--- src/hdl/lsu_pkg.sv ---
package lsu_pkg;

  // bundle geometry
  localparam int N_SLOTS = 4;
  localparam int ADDR_W  = 32;
  localparam int DATA_W  = 32;
  localparam int BEN_W   = 4;
  localparam int TAG_W   = 6;

  // word address drops the byte offset
  localparam int WADDR_W = ADDR_W - 2;

  typedef enum logic [1:0] {
    OP_NONE  = 2'd0,
    OP_LOAD  = 2'd1,
    OP_STORE = 2'd2
  } op_kind_e;

  typedef enum logic [1:0] {
    SZ_BYTE = 2'd0,
    SZ_HALF = 2'd1,
    SZ_WORD = 2'd2
  } size_e;

  // one requested slot with right-justified store data
  typedef struct packed {
    op_kind_e            kind;
    size_e               size;
    logic [ADDR_W-1:0]   addr;
    logic [DATA_W-1:0]   data;
  } mem_op_t;

  typedef struct packed {
    mem_op_t [N_SLOTS-1:0] op;
    logic [TAG_W-1:0]      tag;
  } bundle_t;

  // one decoded slot with data already in its byte lanes
  typedef struct packed {
    op_kind_e            kind;
    size_e               size;
    logic [WADDR_W-1:0]  waddr;
    logic [BEN_W-1:0]    ben;
    logic [DATA_W-1:0]   data;
    logic                misaligned;
  } lsq_entry_t;

  typedef struct packed {
    lsq_entry_t [N_SLOTS-1:0] slot;
    logic [TAG_W-1:0]         tag;
  } dec_bundle_t;

  // per-slot masks out of execute
  typedef struct packed {
    logic [TAG_W-1:0]    tag;
    logic [N_SLOTS-1:0]  ops;
    logic [N_SLOTS-1:0]  conflict;
    logic [N_SLOTS-1:0]  excp;
  } exec_bundle_t;

  typedef struct packed {
    logic [TAG_W-1:0]    tag;
    logic [N_SLOTS-1:0]  ops;
    logic [N_SLOTS-1:0]  done;
    logic [N_SLOTS-1:0]  conflict;
    logic [N_SLOTS-1:0]  excp;
  } retire_t;

  // cache write port payload
  typedef struct packed {
    logic [WADDR_W-1:0]  waddr;
    logic [BEN_W-1:0]    ben;
    logic [DATA_W-1:0]   data;
  } store_req_t;

endpackage

--- src/hdl/lsu_decode.sv ---
`timescale 1ns/1ps

module lsu_decode (
  input  logic                 clk,
  input  logic                 arst_n,
  input  lsu_pkg::bundle_t     in_bundle,
  input  logic                 accept,
  output lsu_pkg::dec_bundle_t dec,
  output logic                 dec_valid
);

  lsu_pkg::dec_bundle_t dec_nxt;

  // bytes touched by an access of this size at offset 0
  function automatic logic [lsu_pkg::BEN_W-1:0] size_mask(input lsu_pkg::size_e sz);
    case (sz)
      lsu_pkg::SZ_BYTE: size_mask = lsu_pkg::BEN_W'(1);
      lsu_pkg::SZ_HALF: size_mask = lsu_pkg::BEN_W'(3);
      default:          size_mask = '1;
    endcase
  endfunction

  // expand byte enables to a bit mask
  function automatic logic [lsu_pkg::DATA_W-1:0] lane_mask(
    input logic [lsu_pkg::BEN_W-1:0] ben
  );
    logic [lsu_pkg::DATA_W-1:0] m;
    for (int b = 0; b < lsu_pkg::BEN_W; b++) begin
      m[8*b +: 8] = {8{ben[b]}};
    end
    return m;
  endfunction

  function automatic logic is_misaligned(input lsu_pkg::size_e sz, input logic [1:0] lo);
    case (sz)
      lsu_pkg::SZ_BYTE: is_misaligned = 1'b0;
      lsu_pkg::SZ_HALF: is_misaligned = lo[0];
      default:          is_misaligned = (lo != 2'b00);
    endcase
  endfunction

  always_comb begin
    dec_nxt.tag = in_bundle.tag;
    for (int s = 0; s < lsu_pkg::N_SLOTS; s++) begin
      dec_nxt.slot[s].kind  = in_bundle.op[s].kind;
      dec_nxt.slot[s].size  = in_bundle.op[s].size;
      dec_nxt.slot[s].waddr = in_bundle.op[s].addr[lsu_pkg::ADDR_W-1:2];
      dec_nxt.slot[s].misaligned = (in_bundle.op[s].kind != lsu_pkg::OP_NONE) &&
          is_misaligned(in_bundle.op[s].size, in_bundle.op[s].addr[1:0]);
      dec_nxt.slot[s].ben  = '0;
      dec_nxt.slot[s].data = '0;
      if (in_bundle.op[s].kind != lsu_pkg::OP_NONE && !dec_nxt.slot[s].misaligned) begin
        dec_nxt.slot[s].ben = size_mask(in_bundle.op[s].size) << in_bundle.op[s].addr[1:0];
      end
      // store data trimmed to size then moved into its lanes
      if (in_bundle.op[s].kind == lsu_pkg::OP_STORE && !dec_nxt.slot[s].misaligned) begin
        dec_nxt.slot[s].data =
            (in_bundle.op[s].data & lane_mask(size_mask(in_bundle.op[s].size)))
            << {in_bundle.op[s].addr[1:0], 3'b000};
      end
    end
  end

  always_ff @(posedge clk or negedge arst_n) begin
    if (!arst_n) begin
      dec_valid <= 1'b0;
    end else begin
      dec_valid <= accept;
    end
  end

  always_ff @(posedge clk) begin
    if (accept) begin
      dec <= dec_nxt;
    end
  end

endmodule

--- config.mk ---
export PLATFORM = sky130hd
export DESIGN_NAME = lsu_decode
export DESIGN_NICKNAME = d
export VERILOG_FILES = /design/src/hdl/lsu_pkg.sv /design/src/hdl/lsu_decode.sv
export SDC_FILE = /design/constraint.sdc
export NUM_CORES = 1
export LEC_CHECK = 0
export ABC_AREA = 1
export BUFFER_PORTS_ARGS = -buffer_cell sky130_fd_sc_hd__clkbuf_2
export CAP_MARGIN = 20
export CORE_AREA = 2 2 223 225
export DETAILED_ROUTE_END_ITERATION = 8
export DIE_AREA = 0 0 225 227
export PLACE_DENSITY = 0.49
export SYNTH_ARGS = -nofsm -noshare
export SYNTH_HDL_FRONTEND = slang
export SYNTH_SLANG_ARGS = --single-unit
--- constraint.sdc ---
create_clock -name clk -period 0.8 [get_ports clk]
set_input_delay 0.08 -clock clk [delete_from_list [all_inputs] [get_ports clk]]
set_output_delay 0.08 -clock clk [all_outputs]
set_load 0.1 [all_outputs]
# Word-level counts from Yosys, hierarchy flattened
# Cells that the tools add are included.
# totals
word_cells,90
output_inout_bits,291
in_bits,281
ff_bits,291
# op_classes
n_bitwise,4
n_reduce_logical,28
n_shift,8
n_eq_ne,8
mux,16
# ops
op,n
$and 32x32->32,4
$shl 32x5->32,4
$mux 4,8
$pmux 4 s2,4
$reduce_bool 2->1,8
$shl 4x2->4,4
$logic_and 1x1->1,12
$eq 2x1->1 const B,4
$eq 2x2->1 const B,4
$logic_not 2->1,4
$pmux 1 s2,4
$logic_not 1->1,4

# Longest topological paths before layout
# depth
depth_word,8
depth_mapped,8
ltp_nobuf,6

# Worst setup path before layout
# OpenSTA, ideal clock, no wires.
# synth_timing
path_type,input to register
from,input in_bundle[39] (netlist bit)
to,register dec[36] (netlist bit) (data pin)
t_required_ps,547
setup_ps,253
n_path_buf,2
t_arrival_ps,841
stages,6
slack_ps,-294
cell_sequence,buf_4 -> inv_2 -> buf_1 -> nand3_1 -> nand3_1 -> nor2_1
# synth_between
elab_chain_len,5
elab_cells_between_ends,6
cone_classes,1 x shift; 1 x mux; 4 x reduce/logical
# synth_rtl
item,line,text
start: declaration,lsu_decode.sv:6,"input lsu_pkg::bundle_t in_bundle,"
branches (longest 5 deep; another with $shl 32x5->32),-,
end signal: assignment,lsu_decode.sv:74,dec <= dec_nxt;
end: declaration,lsu_decode.sv:8,"output lsu_pkg::dec_bundle_t dec,"
# Several ways; the timed one is not identified.
# A chain may end at the register's enable or synchronous reset.

# Worst setup path after layout
# layout_timing
from,register dec[0] (netlist bit)
to,output dec[0] (netlist bit)
# No word-level cell between the ends.

==> out/qor.yml <==
timing:
  tightest_slew_ps: 383
  rsz0062_at_grt: "true"
  worst_hold_slack_ps: -27.0
  drv_slew: 0
  finalHoldViolCount: 6
  period_needed_ps: 1360
  timing.final.crit_share: 1.70
  relSlewSlack: 0.744
  fmaxAchievable_mhz: 734
  setup-violations-final: 300
  setup_ws_ps: -563
yosys:
  syn_avg_cell_area_um2: 11.0
  synthTopCellsByArea: "edfxtp_1, nand3_1, nor2_1"
  ys_types: 20
  seq_area_frac_synth: 0.693
  yosysWarnings: 0
  ys_top_cells_by_count: "edfxtp_1, nor2_1, nand3_1"
  synth_ff_type: "edfxtp_1"
  synthArstFlopShare: 0.00344
  synth_seq_cells: 291
  syn_area_um2: 12600
  synth.most_common_cell: "edfxtp_1"
  synth_cells: 1147
  synth-edff-count: 290
  yosysTopAreaCell: "edfxtp_1"
  synth_nets: 1428
  synth_top_cell_area_share: 0.691
global_route:
  grt_usage: 0.190
  grt_overflow: 0
  antenna_found_initial: 5
  grt_pass1_wl_mm: 73.0
  grt_max_degree: 27
  grt_pass1_vias: 12100
power_and_ir_drop:
  p_leak_nw: 10.8
  ir_worst_vdd_mv: 1.68
  power_density_nw_per_um2: 2120
clocking:
  tritoncts.num_buffers: 36
  tritoncts: "built"
  path_clk_slew_ps: 60
  cts_sinks: 291
  postCtsSetupBuffers: 0
  root_buffer: "clkbuf_16"
  cts_max_level: 2
  clockBufferDepth: 3
status:
  violations: "hold timing, setup timing"
  outcome: "finished with violations"
worst_setup_path:
  cp_data_required_time_ps: 720
  cp.arrival_ps: 1280
  crit_path_start_kind: "register"
  crit_fanout: 1
  path_class: "reg -> out"
  worstSetupEndpointType: "primary output"
drt:
  firstDrtPassIters: 7
  routed_wl_mm: 49.7
  drc: 0
  vias: 11700
  drtIter0Drc: 623
  post_drt_wl_per_cell_um: 18.6
  vias_per_cell: 4.38
  final_antenna_net_count: 0
placed_design:
  io_buffers: 571
  gp_congestion: 0.911
  dp.cells: 2412
  post-place-ws_ps: -397
  dp_hpwl_mm: 38.4
layout:
  area_delta_synth_final_pct: 97.0
  drive_gt1_frac: 0.401
  fillers: 4183
  final_nets: 2300
  final_cells: 2671
  final_core_util: 0.511
die:
  core_um2: 48500
  die_h_um: 227
  rows: 81
  die_w_um: 225
  die_area_um2: 51100
  ioPinCount: 572
  start_util: 0.260
run:
  cap_violations: 0
worst_hold_path:
  hp-class: "in -> reg"
[layout by cell type (no fill, tap or decap), types with 14 or more instances in the layout]
master           n
buf_12         323
edfxtp_1       290
clkbuf_2       277
nor2_1         237
nand3_1        226
nand2_1        210
dlygate4sd3_1  193
buf_4          108
inv_1           54
clkbuf_16       37
nand2_2         14
[cell families (layout without fill, tap and decap cells)]
group / after synthesis / after routing / synth area share
simple gates: 712 / 712 / 0.240
buf+inv: 136 / 1035 / 0.0600
compound gates: 8 / 8 / 0.00675
other cells: 0 / 3 / 0
flops: 291 / 291 / 0.693
[flip-flops by register name (all words and copies together), names as in the netlist]
signal and flops:
dec 290, dec_valid 1
[worst max-delay path, stage by stage, from the launching register on]
cell and delay [ps]:
edfxtp_1 420, buf_12 160, buf_12 160
[stage by stage]
stage	TNS, ps	hold slack [ps]	total power (W)	instance area [um2]
6_report	-124730	-27.0	0.0525	24800
4_1_cts	-189550	0.652	0.0531	24800
5_1_grt	-139500	-33.6	0.0543	24800
2_1_floorplan	-70960	-216	0.0282	12800
3_3_place_gp	-61400	-144	0.0356	21700
3_5_place_dp	-65300	-140	0.0357	21700
[worst paths after layout]
path / start / to / slack (ps) / depth (start not counted)
max in group asynchronous: arst_n / dec_valid / 300 / 3
worst min-delay path: accept / dec[78] / -30 / 2
worst max-delay path: dec[0] / dec[0] / -560 / 2
min in group asynchronous: arst_n / dec_valid / 390 / 3
[layout make-up]
cell class	instances	area, um2	area share
timing repair buffer	902	10600	0.427
antenna	3	7.51	0.000302
clock inverter	20	219	0.00882
tap	622	778	0.0314
inverter	68	290	0.0117
multi-input combinational	720	3230	0.130
clock buffer	45	956	0.0385
sequential	291	8730	0.352
[power breakdown]
| part | internal (W) | total, W | switching (W) |
|---|---|---|---|
| combinational | 0.00624 | 0.0172 | 0.0109 |
| clock | 0.00982 | 0.0164 | 0.00658 |
| sequential | 0.0180 | 0.0190 | 0.000926 |
| total | 0.0341 | 0.0525 | 0.0184 |
[routing by layer]
metal | global-route usage | wire, um
met1 | 0.216 | 18600
met2 | 0.336 | 25300
met3 | 0.0555 | 3880
met4 | 0.0795 | 1970
met5 | 0 | 27
[repair_timing]
item / in CTS / in global routing
gates cloned: 0 / 0
gates resized for setup: 0 / 18
pin swaps: 0 / 8
hold buffers: 192 / 4
hold endpoints to repair: 216 / 17
setup endpoints to repair: 291 / 493
(Power assumes the default switching activity.)
