$ cat src/hdl/lsu_pkg.sv
package lsu_pkg;

  // bundle geometry
  localparam int N_SLOTS = 4;
  localparam int ADDR_W  = 32;
  localparam int DATA_W  = 32;
  localparam int BEN_W   = 4;
  localparam int TAG_W   = 6;

  // word address drops the byte offset
  localparam int WADDR_W = ADDR_W - 2;

  typedef enum logic [1:0] {
    OP_NONE  = 2'd0,
    OP_LOAD  = 2'd1,
    OP_STORE = 2'd2
  } op_kind_e;

  typedef enum logic [1:0] {
    SZ_BYTE = 2'd0,
    SZ_HALF = 2'd1,
    SZ_WORD = 2'd2
  } size_e;

  // one requested slot with right-justified store data
  typedef struct packed {
    op_kind_e            kind;
    size_e               size;
    logic [ADDR_W-1:0]   addr;
    logic [DATA_W-1:0]   data;
  } mem_op_t;

  typedef struct packed {
    mem_op_t [N_SLOTS-1:0] op;
    logic [TAG_W-1:0]      tag;
  } bundle_t;

  // one decoded slot with data already in its byte lanes
  typedef struct packed {
    op_kind_e            kind;
    size_e               size;
    logic [WADDR_W-1:0]  waddr;
    logic [BEN_W-1:0]    ben;
    logic [DATA_W-1:0]   data;
    logic                misaligned;
  } lsq_entry_t;

  typedef struct packed {
    lsq_entry_t [N_SLOTS-1:0] slot;
    logic [TAG_W-1:0]         tag;
  } dec_bundle_t;

  // per-slot masks out of execute
  typedef struct packed {
    logic [TAG_W-1:0]    tag;
    logic [N_SLOTS-1:0]  ops;
    logic [N_SLOTS-1:0]  conflict;
    logic [N_SLOTS-1:0]  excp;
  } exec_bundle_t;

  typedef struct packed {
    logic [TAG_W-1:0]    tag;
    logic [N_SLOTS-1:0]  ops;
    logic [N_SLOTS-1:0]  done;
    logic [N_SLOTS-1:0]  conflict;
    logic [N_SLOTS-1:0]  excp;
  } retire_t;

  // cache write port payload
  typedef struct packed {
    logic [WADDR_W-1:0]  waddr;
    logic [BEN_W-1:0]    ben;
    logic [DATA_W-1:0]   data;
  } store_req_t;

endpackage

$ cat src/hdl/lsu_retire.sv
`timescale 1ns/1ps

module lsu_retire (
  input  logic                  clk,
  input  logic                  arst_n,
  input  lsu_pkg::exec_bundle_t exe,
  input  logic                  exe_valid,
  output lsu_pkg::retire_t      ret,
  output logic                  ret_valid
);

  logic [lsu_pkg::N_SLOTS-1:0] live;
  logic [lsu_pkg::N_SLOTS-1:0] conflict_nxt;
  logic [lsu_pkg::N_SLOTS-1:0] done_nxt;
  logic [lsu_pkg::N_SLOTS-1:0] excp_nxt;

  // present slots that did not fault
  assign live = exe.ops & ~exe.excp;

  // only aligned loads can be flagged by execute
  assign conflict_nxt = exe.conflict & live;

  assign done_nxt = live & ~conflict_nxt;

  // empty slots never report a fault
  assign excp_nxt = exe.excp & exe.ops;

  always_ff @(posedge clk or negedge arst_n) begin
    if (!arst_n) begin
      ret_valid <= 1'b0;
    end else begin
      ret_valid <= exe_valid;
    end
  end

  always_ff @(posedge clk) begin
    if (exe_valid) begin
      ret.tag      <= exe.tag;
      ret.ops      <= exe.ops;
      ret.done     <= done_nxt;
      ret.conflict <= conflict_nxt;
      ret.excp     <= excp_nxt;
    end
  end

endmodule

$ cat config.mk
export PLATFORM = sky130hd
export DESIGN_NAME = lsu_retire
export DESIGN_NICKNAME = d
export VERILOG_FILES = /design/src/hdl/lsu_pkg.sv /design/src/hdl/lsu_retire.sv
export SDC_FILE = /design/constraint.sdc
export NUM_CORES = 1
export LEC_CHECK = 0
export ABC_AREA = 1
export BUFFER_PORTS_ARGS = -buffer_cell sky130_fd_sc_hd__buf_2
export CAP_MARGIN = 20
export CORE_MARGIN = 4
export CORE_UTILIZATION = 37
export CTS_CLUSTER_DIAMETER = 30
export DETAILED_ROUTE_END_ITERATION = 10
export PLACE_DENSITY_LB_ADDON = 0.12
export SETUP_SLACK_MARGIN = 0.05
export SYNTH_ARGS = -nofsm -noshare
export SYNTH_HDL_FRONTEND = slang
export SYNTH_SLANG_ARGS = --single-unit
$ cat constraint.sdc
create_clock -name clk -period 0.8 [get_ports clk]
set_input_delay 0.12 -clock clk [delete_from_list [all_inputs] [get_ports clk]]
set_output_delay 0.12 -clock clk [all_outputs]
set_load 0.05 [all_outputs]
# Yosys cells after proc, flatten, opt, wreduce, memory -nomap -nowiden
# Index checks and enable logic that the tools add are counted.
[totals]
mem_bits_ro = 0
output_inout_bits = 23
latch_bits = 0
elab_cells = 12
ff_bits = 23
input_bits = 21
memories = 0
mem_bits_rw = 0
[op_classes]
mux = 0
div_mod_pow = 0
add_sub_neg = 0
multipliers = 0
shift = 0
n_eq_ne = 0
bitwise_logic = 6
reduce_logical = 0
n_lt_le_gt_ge = 0
[op_table]
columns = ["cell", "n"]
rows = [
  ["4-bit bitwise AND", 4],
  ["4-bit NOT", 2],
]

# Logic depth before layout (Yosys ltp)
# Gate-level depths: netlist of the first run.
[depth]
ltp_word = 5
mapped_depth = 3
depth_no_buf = 3

# Worst setup path before layout of the first run
# Ideal clock, no wire load.
[synth_timing]
path_kind = "register to output"
start = "register ret[0] (netlist bit)"
end = "output port ret[0] (netlist bit)"
t_arrival_ns = 0.601
stages_incl_launch_ff = 1
slack_ns = 0.079
t_required_ns = 0.680
n_path_buf = 0
cell_sequence = "edfxtp_1"
[synth_rtl]
columns = ["element", "line_no", "text"]
rows = [
  ["start: declaration", "lsu_retire.sv:8", "output lsu_pkg::retire_t ret,"],
]
# No word-level cell between the ends.

# Worst setup path after layout of the first run
[layout_timing]
start = "register ret[2] (netlist bit)"
end = "output port ret[2] (netlist bit)"
# No word-level cell between the ends.

==> summary.txt, run 1 <==
Synth
  – Unique masters post-synth: 5
  – Synthesized Nets: 72
  – Mapped Cells: 51
  – Top-area cell type share of the netlist area: 0.835
  – Largest cells by area after synthesis: edfxtp_1, inv_1, nand2_1
  – Post-synth top area cell: edfxtp_1
  – Post-Syn Area: a little under 800 um^2
  – Sequential area share after synthesis: 0.867
  – Syn avg cell area: ~16 um^2
  – Warnings, synthesis: 0
  – Yosys reg bits: 23

Place
  – IO Port Bufs: between 40 and 50
  – Pre-CTS setup slack: a little under 0.1 ns
  – DP HPWL: 1.11 mm
  – Gpl congestion: 0.597

Detailed routing
  – WL final: between 1.5 and 2 mm
  – DRT iter0 DRCs: 4
  – WL/cell: 11.6 um
  – Number of vias per cell: 4.17
  – DR pass1 iterations: 3
  – Drt drc: 0
  – Vias post-DR: 554
  – Post-route ant nets: 0

Finish
  – Area Overhead vs Synth: 64.4%
  – Most frequent cells in the layout: buf_6, edfxtp_1, buf_2, inv_1
  – Layout net count: between 100 and 150
  – FILL cells: 160
  – Most common cell after layout, fill and taps aside: buf_6
  – Layout cell share with drive strength beyond 1: 0.443
  – N_diodes: 0

GRT
  – First-pass GRT wire length: 2.19 mm
  – Initial antenna violation count: 0
  – Tot GR Track Use: 0.111
  – Global route overflow: 0
  – Vias in the first global route: 534
  – Largest net degree at the start of global routing: 24

Floorplanning
  – Rows: 16
  – IO Count: 44
  – Die Y: 54.2 um
  – Die Wd: 54.2 um
  – Die Area: around 2900 um^2
  – Core Area: 2000 um^2
  – Initial Utilization: 0.395

Status
  – Status: finished, violations left
  – Failing checks: setup timing

Clocking
  – Max clock buf depth: 2
  – CTS clk-pin slew, worst paths: 0.11 ns
  – Sinks on Clock Net: 23
  – Post-CTS Setup Inserts: 0
  – Inserted Clock Buffers: 3
  – # H-tree levels: 1
  – CTS tree: built
  – CTS root buffer: clkbuf_4

STA
  – Endpoints failing setup: 23
  – Tcrit/Tclk final: 1.25
  – Final setup margin: -0.203 ns
  – Final hold vios: 0
  – Final Critical Period: 1.00 ns
  – RSZ-0062 raised after global routing: yes
  – Worst-Margin Slew: 0.129 ns
  – Fmax: 997 MHz
  – Max Slew Vio Count: 0
  – Rel. slew slack: 0.914

Critical path
  – Slowest CP cell: edfxtp_1
  – Critical-path cell list: buf_6
  – CP peak stage delay: 0.42 ns
  – Crit path from: ret[2]$_DFFE_PP_
  – CP endpoint kind: output port
  – Critical path buffer and inverter count: 1
  – CP Launch Type: flop
  – Worst endpoint required time: 0.68 ns
  – Setup CP Type: reg2out
  – Arr. time, crit path: just under 0.9 ns
  – Worst-path fanout max: 1
  – CP endpoint: ret[2]
  – Crit path depth: 1
  – Family with the most delay on the worst path: flip-flops

Worst hold path
  – Min-Delay Path Class: in2reg
  – WHS Path Cells: 1

Power and ir drop
  – Max rail drop VDD: approximately 1.1 mV
  – Tot Pwr: between 2 and 3 mW
  – Pwr/cell area: 2000 nW/um^2
  – Leakage: 0.604 nW

Run
  – Max Cap Violations: 0
[logic make-up after synthesis]
family,count (synthesis),share of synthesized area
buf+inv,12,0.0570
flops,23,0.867
simple gates,16,0.0760
[per-layer routing]
| metal | vias up | track usage | part of all wire |
|---|---|---|---|
| li1 | 274 | - | - |
| met1 | 256 | 0.0850 | 0.30 |
| met2 | 22 | 0.237 | 0.61 |
| met3 | 2 | 0.0163 | 0.071 |
| met4 | 0 | 0.0747 | 0.014 |
| met5 | - | 0 | 0 |
[cells in the mapped netlist]
library cell  count
nor2_1            8
inv_1            12
nand2_1           8
dfrtp_1           1
edfxtp_1         22
[stage by stage]
step                setup TNS, ns  hold slack (ns)  cells  cell area, um^2   util
floorplan                       0           -0.176     51              791      -
global placement                0           -0.104    122             1060  0.529
detailed placement              0           -0.103    122             1060  0.529
CTS                         -4.42           0.0123    133             1300  0.649
global route                -5.11          0.00707    133             1300  0.649
finish                      -4.02           0.0235    133             1300  0.649
[final cells by class]
cell class | count | area (um^2) | share of cell area
multi-input cells | 16 | 60.1 | 0.0462
well taps | 27 | 33.8 | 0.0260
clock buffers | 4 | 26.3 | 0.0202
flip-flops and latches | 23 | 686 | 0.527
repair buffers | 51 | 449 | 0.346
inverters | 12 | 45.0 | 0.0346
[sequential cells by signal, summed over array words and instances, names as in the netlist]
name       flops
ret_valid      1
ret           22
[what timing repair did]
item                                   CTS  global route
endpoints found under the hold margin    7             0
resized for setup                       46             0
cloned                                   0             0
hold buffers                             7             0
setup endpoints to repair               23            23
[where the power goes]
part           switching [mW]  internal, mW  leakage (nW)  total [mW]
Sequential             0.0393          1.42         0.225        1.46
Combinational           0.413         0.240         0.365       0.654
Clock                   0.299         0.194        0.0150       0.493
Total                   0.752          1.85         0.604        2.60
[worst min path at each step]
stage | from | endpoint | slack, ns
after floorplan | arst_n | ret_valid$_DFF_PN0_ | -0.18
after global placement | arst_n | ret_valid$_DFF_PN0_ | -0.10
after detailed placement | arst_n | ret_valid$_DFF_PN0_ | -0.10
after CTS | exe[10] | ret[14]$_DFFE_PP_ | 0.01
after global routing | exe[10] | ret[14]$_DFFE_PP_ | 0.007
final | exe[9] | ret[13]$_DFFE_PP_ | 0.02
Note: power is estimated with default switching activity, not from simulation.
==> run 2: changes to the inputs <==
- CORE_ASPECT_RATIO: unset -> 0.5
- CORE_UTILIZATION: 37 -> 28
- GPL_ROUTABILITY_DRIVEN: unset -> 0
==> summary.txt, run 2 (synthesized netlist as in run 1, its figures left out) <==
Finish
  – FILL cells: 242 (was 160)
  – FF+latch area: 686 um^2 (unchanged)
  – Max reg flops: 22 (unchanged)
  – Finished layout cell area: 1270 um^2 (was 1300 um^2)
  – Layout cell share with drive strength beyond 1: 0.470 (was 0.443)
  – Final non-filler cell total: 137 (was 133)
  – N_diodes: 0 (unchanged)
  – Biggest regs: ret x22, ret_valid x1 (unchanged)
  – Area of the multi-input gates: 60.1 um^2 (unchanged)
  – Top reg by flops: ret (unchanged)
  – Most common cell after layout, fill and taps aside: buf_6 (unchanged)
  – Layout net count: 122 (was 128)
  – Area Overhead vs Synth: 60.8% (was 64.4%)
  – Most frequent cells in the layout: buf_6, edfxtp_1, buf_2, inv_1 (unchanged)

Place
  – Pre-CTS setup slack: 0.0983 ns (was 0.0972 ns)
  – DP HPWL: 1.07 mm (was 1.11 mm)
  – IO Port Bufs: 43 (unchanged)
  – Cells after DPL: 132 (was 122)
  – DP Area: 1070 um^2 (was 1060 um^2)

Clocking
  – Max clock buf depth: 2 (unchanged)
  – CTS clk-pin slew, worst paths: 0.07 ns (was 0.11 ns)
  – CTS root buffer: clkbuf_8 (was clkbuf_4)
  – Post-CTS Setup Inserts: 0 (unchanged)
  – CTS tree: built (unchanged)
  – Inserted Clock Buffers: 3 (unchanged)
  – # H-tree levels: 1 (unchanged)
  – Sinks on Clock Net: 23 (unchanged)

Critical path
  – CP endpoint kind: output port (unchanged)
  – Crit path from: ret[19]$_DFFE_PP_ (was ret[2]$_DFFE_PP_)
  – Worst-path fanout max: 1 (unchanged)
  – Critical path buffer and inverter count: 1 (unchanged)
  – Slowest CP cell: edfxtp_1 (unchanged)
  – CP Launch Type: flop (unchanged)
  – Setup CP Type: reg2out (unchanged)
  – Worst endpoint required time: 0.68 ns (about the same)
  – Arr. time, crit path: 0.81 ns (was 0.88 ns)
  – CP peak stage delay: 0.39 ns (was 0.42 ns)
  – Family with the most delay on the worst path: flip-flops (unchanged)
  – Critical-path cell list: buf_6 (unchanged)

GRT
  – Vias in the first global route: 500 (was 534)
  – Tot GR Track Use: 0.0731 (was 0.111)
  – Global route overflow: 0 (unchanged)
  – First-pass GRT wire length: 2.10 mm (was 2.19 mm)
  – Largest net degree at the start of global routing: 24 (unchanged)
  – Initial antenna violation count: 0 (unchanged)

STA
  – Final setup margin: -0.134 ns (was -0.203 ns)
  – Setup total negative slack: -2.76 ns (was -4.02 ns)
  – Endpoints failing setup: 23 (unchanged)
  – Fmax: 1070 MHz (was 997 MHz)
  – Final hold vios: 0 (unchanged)
  – Tcrit/Tclk final: 1.17 (was 1.25)
  – Rel. slew slack: 0.919 (was 0.914)
  – RSZ-0062 raised after global routing: yes (unchanged)
  – Worst-Margin Slew: 0.121 ns (was 0.129 ns)
  – Final Critical Period: 0.934 ns (was 1.00 ns)
  – Max Slew Vio Count: 0 (unchanged)

Detailed routing
  – WL/cell: 10.0 um (was 11.6 um)
  – Drt drc: 0 (unchanged)
  – DRT iter0 DRCs: 21 (was 4)
  – Number of vias per cell: 3.72 (was 4.17)
  – Vias post-DR: 510 (was 554)
  – Post-route ant nets: 0 (unchanged)
  – WL final: 1.37 mm (was 1.54 mm)
  – DR pass1 iterations: 2 (was 3)

Floorplanning
  – Die Wd: 83.2 um (was 54.2 um)
  – Die Y: 45.6 um (was 54.2 um)
  – Rows: 13 (was 16)
  – Die Area: 3790 um^2 (was 2940 um^2)
  – IO Count: 44 (unchanged)
  – Core Area: 2650 um^2 (was 2000 um^2)
  – Initial Utilization: 0.298 (was 0.395)

Power and ir drop
  – Pwr/cell area: 2170 nW/um^2 (was 2000 nW/um^2)
  – Leakage: 0.587 nW (was 0.604 nW)
  – Max rail drop VDD: 0.898 mV (was 1.05 mV)

Worst hold path
  – Hold Path Origin: exe[12] (was exe[9])
  – WHS Path Cells: 1 (unchanged)
  – End of the worst hold path: ret[16]$_DFFE_PP_ (was ret[13]$_DFFE_PP_)
  – Min-Delay Path Class: in2reg (unchanged)

Run
  – Max Cap Violations: 0 (unchanged)

Status
  – Status: finished, violations left (unchanged)
  – Failing checks: setup timing (unchanged)
-- run 2: changes by cell type in the layout (fill, tap and decap cells not counted), sizes merged --
cell         delta
dlygate4sd3     -6
-- run 2: area by class of cell --
class | instances | share of cell area
inverters | 12 | 0.0354
clock buffers | 4 | 0.0354
flip-flops and latches | 23 | 0.539
repair buffers | 45 | 0.306
well taps | 37 | 0.0364
multi-input cells | 16 | 0.0472
-- run 2: through the flow --
step,util,power [mW],hold slack (ns)
after floorplan,-,1.82,-0.176
after global placement,0.404,1.98,-0.105
after detailed placement,0.404,1.99,-0.103
after CTS,0.479,2.80,0.0272
after global routing,0.479,2.88,0.0176
final,0.479,2.76,0.0365
-- run 2: worst max path at each step --
stage	endpoint	cells past startpoint
floorplan	ret[0]	0
global placement	ret[17]$_DFFE_PP_	2
detailed placement	ret[0]	1
CTS	ret[0]	1
global route	ret[0]	1
finish	ret[19]	1
-- run 2: power breakdown --
group / internal [mW] / switching [mW] / leakage [nW] / total, mW
clock: 0.354 / 0.321 / 0.0228 / 0.675
combinational: 0.221 / 0.405 / 0.340 / 0.627
sequential: 1.42 / 0.0377 / 0.225 / 1.46
total: 1.99 / 0.764 / 0.587 / 2.76
-- run 2: repair_timing --
action,CTS,global route
gates resized for setup,46,0
endpoints found under the setup margin,23,23
hold buffers,1,0
hold endpoints to repair,1,0
-- run 2: metal layers --
metal  global-route usage  up-vias  share of wire  wire length (um)
met5                    0        -              0                 0
met4               0.0195        0          0.014                19
met3               0.0433        2          0.079               109
met2                0.146       18           0.57               785
met1               0.0645      227           0.33               458
li1                     -      263              -                 -
==> run 3: changes to the inputs <==
- clock period: 0.8 -> 1.05 ns (I/O delays scaled with it)
==> summary.txt, run 3 (synthesized netlist as in run 1, its figures left out) <==
Worst hold path
  – WHS Path Cells: 1 (unchanged)
  – End of the worst hold path: ret[16]$_DFFE_PP_ (unchanged)
  – Min-Delay Path Class: in2reg (unchanged)
  – Hold Path Origin: exe[12] (unchanged)

GRT
  – Vias in the first global route: 499 (was 500)
  – Initial antenna violation count: 0 (unchanged)
  – Global route overflow: 0 (unchanged)
  – Largest net degree at the start of global routing: 24 (unchanged)
  – First-pass GRT wire length: 2.08 mm (was 2.10 mm)
  – Tot GR Track Use: 0.0727 (was 0.0731)

Clocking
  – CTS tree: built (unchanged)
  – CTS root buffer: clkbuf_8 (unchanged)
  – # H-tree levels: 1 (unchanged)
  – Max clock buf depth: 2 (unchanged)
  – Sinks on Clock Net: 23 (unchanged)
  – CTS clk-pin slew, worst paths: 0.07 ns (about the same)
  – Inserted Clock Buffers: 3 (unchanged)

Critical path
  – Arr. time, crit path: 0.82 ns (was 0.81 ns)
  – CP Launch Type: flop (unchanged)
  – Worst-path fanout max: 1 (unchanged)
  – Family with the most delay on the worst path: flip-flops (unchanged)
  – CP peak stage delay: 0.39 ns (about the same)
  – Critical-path cell list: buf_6 (unchanged)
  – CP endpoint kind: output port (unchanged)
  – Worst endpoint required time: 0.89 ns (was 0.68 ns)
  – Setup CP Type: reg2out (unchanged)
  – Crit path from: ret[14]$_DFFE_PP_ (was ret[19]$_DFFE_PP_)
  – Critical path buffer and inverter count: 1 (unchanged)
  – Slowest CP cell: edfxtp_1 (unchanged)

Finish
  – Finished layout cell area: 1260 um^2 (was 1270 um^2)
  – Layout net count: 122 (unchanged)
  – Biggest regs: ret x22, ret_valid x1 (unchanged)
  – Layout cell share with drive strength beyond 1: 0.470 (unchanged)
  – FILL cells: 245 (was 242)
  – Most common cell after layout, fill and taps aside: edfxtp_1 (was buf_6)
  – Area of the multi-input gates: 60.1 um^2 (unchanged)
  – Area Overhead vs Synth: 58.9% (was 60.8%)
  – Final non-filler cell total: 137 (unchanged)
  – N_diodes: 0 (unchanged)
  – FF+latch area: 686 um^2 (unchanged)
  – Max reg flops: 22 (unchanged)
  – Top reg by flops: ret (unchanged)
  – Most frequent cells in the layout: edfxtp_1, buf_2, buf_6, inv_1 (was buf_6, edfxtp_1, buf_2, inv_1)

Power and ir drop
  – Tot Pwr: 2.09 mW (was 2.76 mW)
  – Flop pwr share: 0.529 (was 0.528)
  – Clock share of power: 0.246 (was 0.245)
  – Pwr/cell area: 1670 nW/um^2 (was 2170 nW/um^2)
  – Pint: 1.51 mW (was 1.99 mW)
  – Leakage: 0.582 nW (was 0.587 nW)
  – Max rail drop VDD: 0.694 mV (was 0.898 mV)
  – Comb pwr share: 0.225 (was 0.227)
  – Sw Pwr: 0.581 mW (was 0.764 mW)
  – Sw Share: 0.277 (about the same)

Detailed routing
  – DRT iter0 DRCs: 22 (was 21)
  – WL/cell: 9.94 um (was 10.0 um)
  – Number of vias per cell: 3.69 (was 3.72)
  – Drt drc: 0 (unchanged)
  – WL final: 1.36 mm (was 1.37 mm)
  – Post-route ant nets: 0 (unchanged)
  – DR pass1 iterations: 2 (unchanged)
  – Vias post-DR: 506 (was 510)

Place
  – Cells after DPL: 132 (unchanged)
  – IO Port Bufs: 43 (unchanged)
  – Pre-CTS setup slack: 0.311 ns (was 0.0983 ns)
  – DP Area: 1070 um^2 (unchanged)
  – DP HPWL: 1.07 mm (unchanged)

STA
  – Max Slew Vio Count: 0 (unchanged)
  – Final hold vios: 0 (unchanged)
  – RSZ-0062 raised after global routing: yes (unchanged)
  – Final Critical Period: 0.974 ns
  – Fmax: roughly 1000 MHz
  – Tcrit/Tclk final: 0.927
  – Setup total negative slack: 0 ns (was -2.76 ns)
  – Final setup margin: 0.0762 ns (was -0.134 ns)
  – Rel. slew slack: 0.902 (was 0.919)
  – Endpoints failing setup: 0 (was 23)
  – Worst-Margin Slew: 0.149 ns (was 0.121 ns)

Floorplanning
  – Die Wd: 83.2 um (unchanged)
  – Initial Utilization: 0.298 (unchanged)
  – Rows: 13 (unchanged)
  – IO Count: 44 (unchanged)
  – Die Y: 45.6 um (unchanged)
  – Core Area: 2650 um^2 (unchanged)
  – Die Area: 3790 um^2 (unchanged)

Status
  – Status: finished, final reports clean (was finished, violations left)

Run
  – Max Cap Violations: 0 (unchanged)
==> run 3: worst max path at each step <==
| stage | endpoint | depth (start not counted) | slack, ns |
|---|---|---|---|
| after floorplan | ret[0] | 0 | 0.29 |
| after CTS | ret[0] | 1 | 0.04 |
| after global placement | ret[17]$_DFFE_PP_ | 2 | 0.32 |
| after global routing | ret[0] | 1 | 0.03 |
| final | ret[14] | 1 | 0.08 |
| after detailed placement | ret[0] | 1 | 0.31 |
==> run 3: cell type report <==
| class | instances | share of cell area |
|---|---|---|
| Tap cell | 37 | 0.0369 |
| Multi-Input combinational cell | 16 | 0.0478 |
| Clock buffer | 4 | 0.0359 |
| Sequential cell | 23 | 0.546 |
| Timing Repair Buffer | 45 | 0.298 |
| Inverter | 12 | 0.0359 |
==> run 3: through the flow <==
stage               hold WS (ns)  utilization
global route              0.0551        0.474
finish                    0.0737        0.474
floorplan                 -0.138            -
detailed placement       -0.0651        0.404
CTS                       0.0647        0.437
global placement         -0.0677        0.404
==> run 3: power by group through the flow <==
stage	Sequential (mW)	Clock, mW	Combinational, mW
2_1_floorplan	1.36	0	0.0200
3_3_place_gp	1.11	0	0.394
3_5_place_dp	1.11	0	0.399
4_1_cts	1.10	0.542	0.422
5_1_grt	1.11	0.581	0.491
6_report	1.11	0.516	0.470
==> run 3: layer usage <==
metal / share of wire / global-route usage / wire length (um)
met3: 0.081 / 0.0469 / 110
met5: 0 / 0 / 0
met2: 0.57 / 0.143 / 777
met1: 0.33 / 0.0633 / 454
met4: 0.014 / 0.0195 / 19
==> run 3: what timing repair did <==
action,CTS,global route
buffers inserted,0,0
setup endpoints to repair,9,23
hold endpoints to repair,1,0
cloned,0,0
hold buffers,1,0
gates resized for setup,11,45
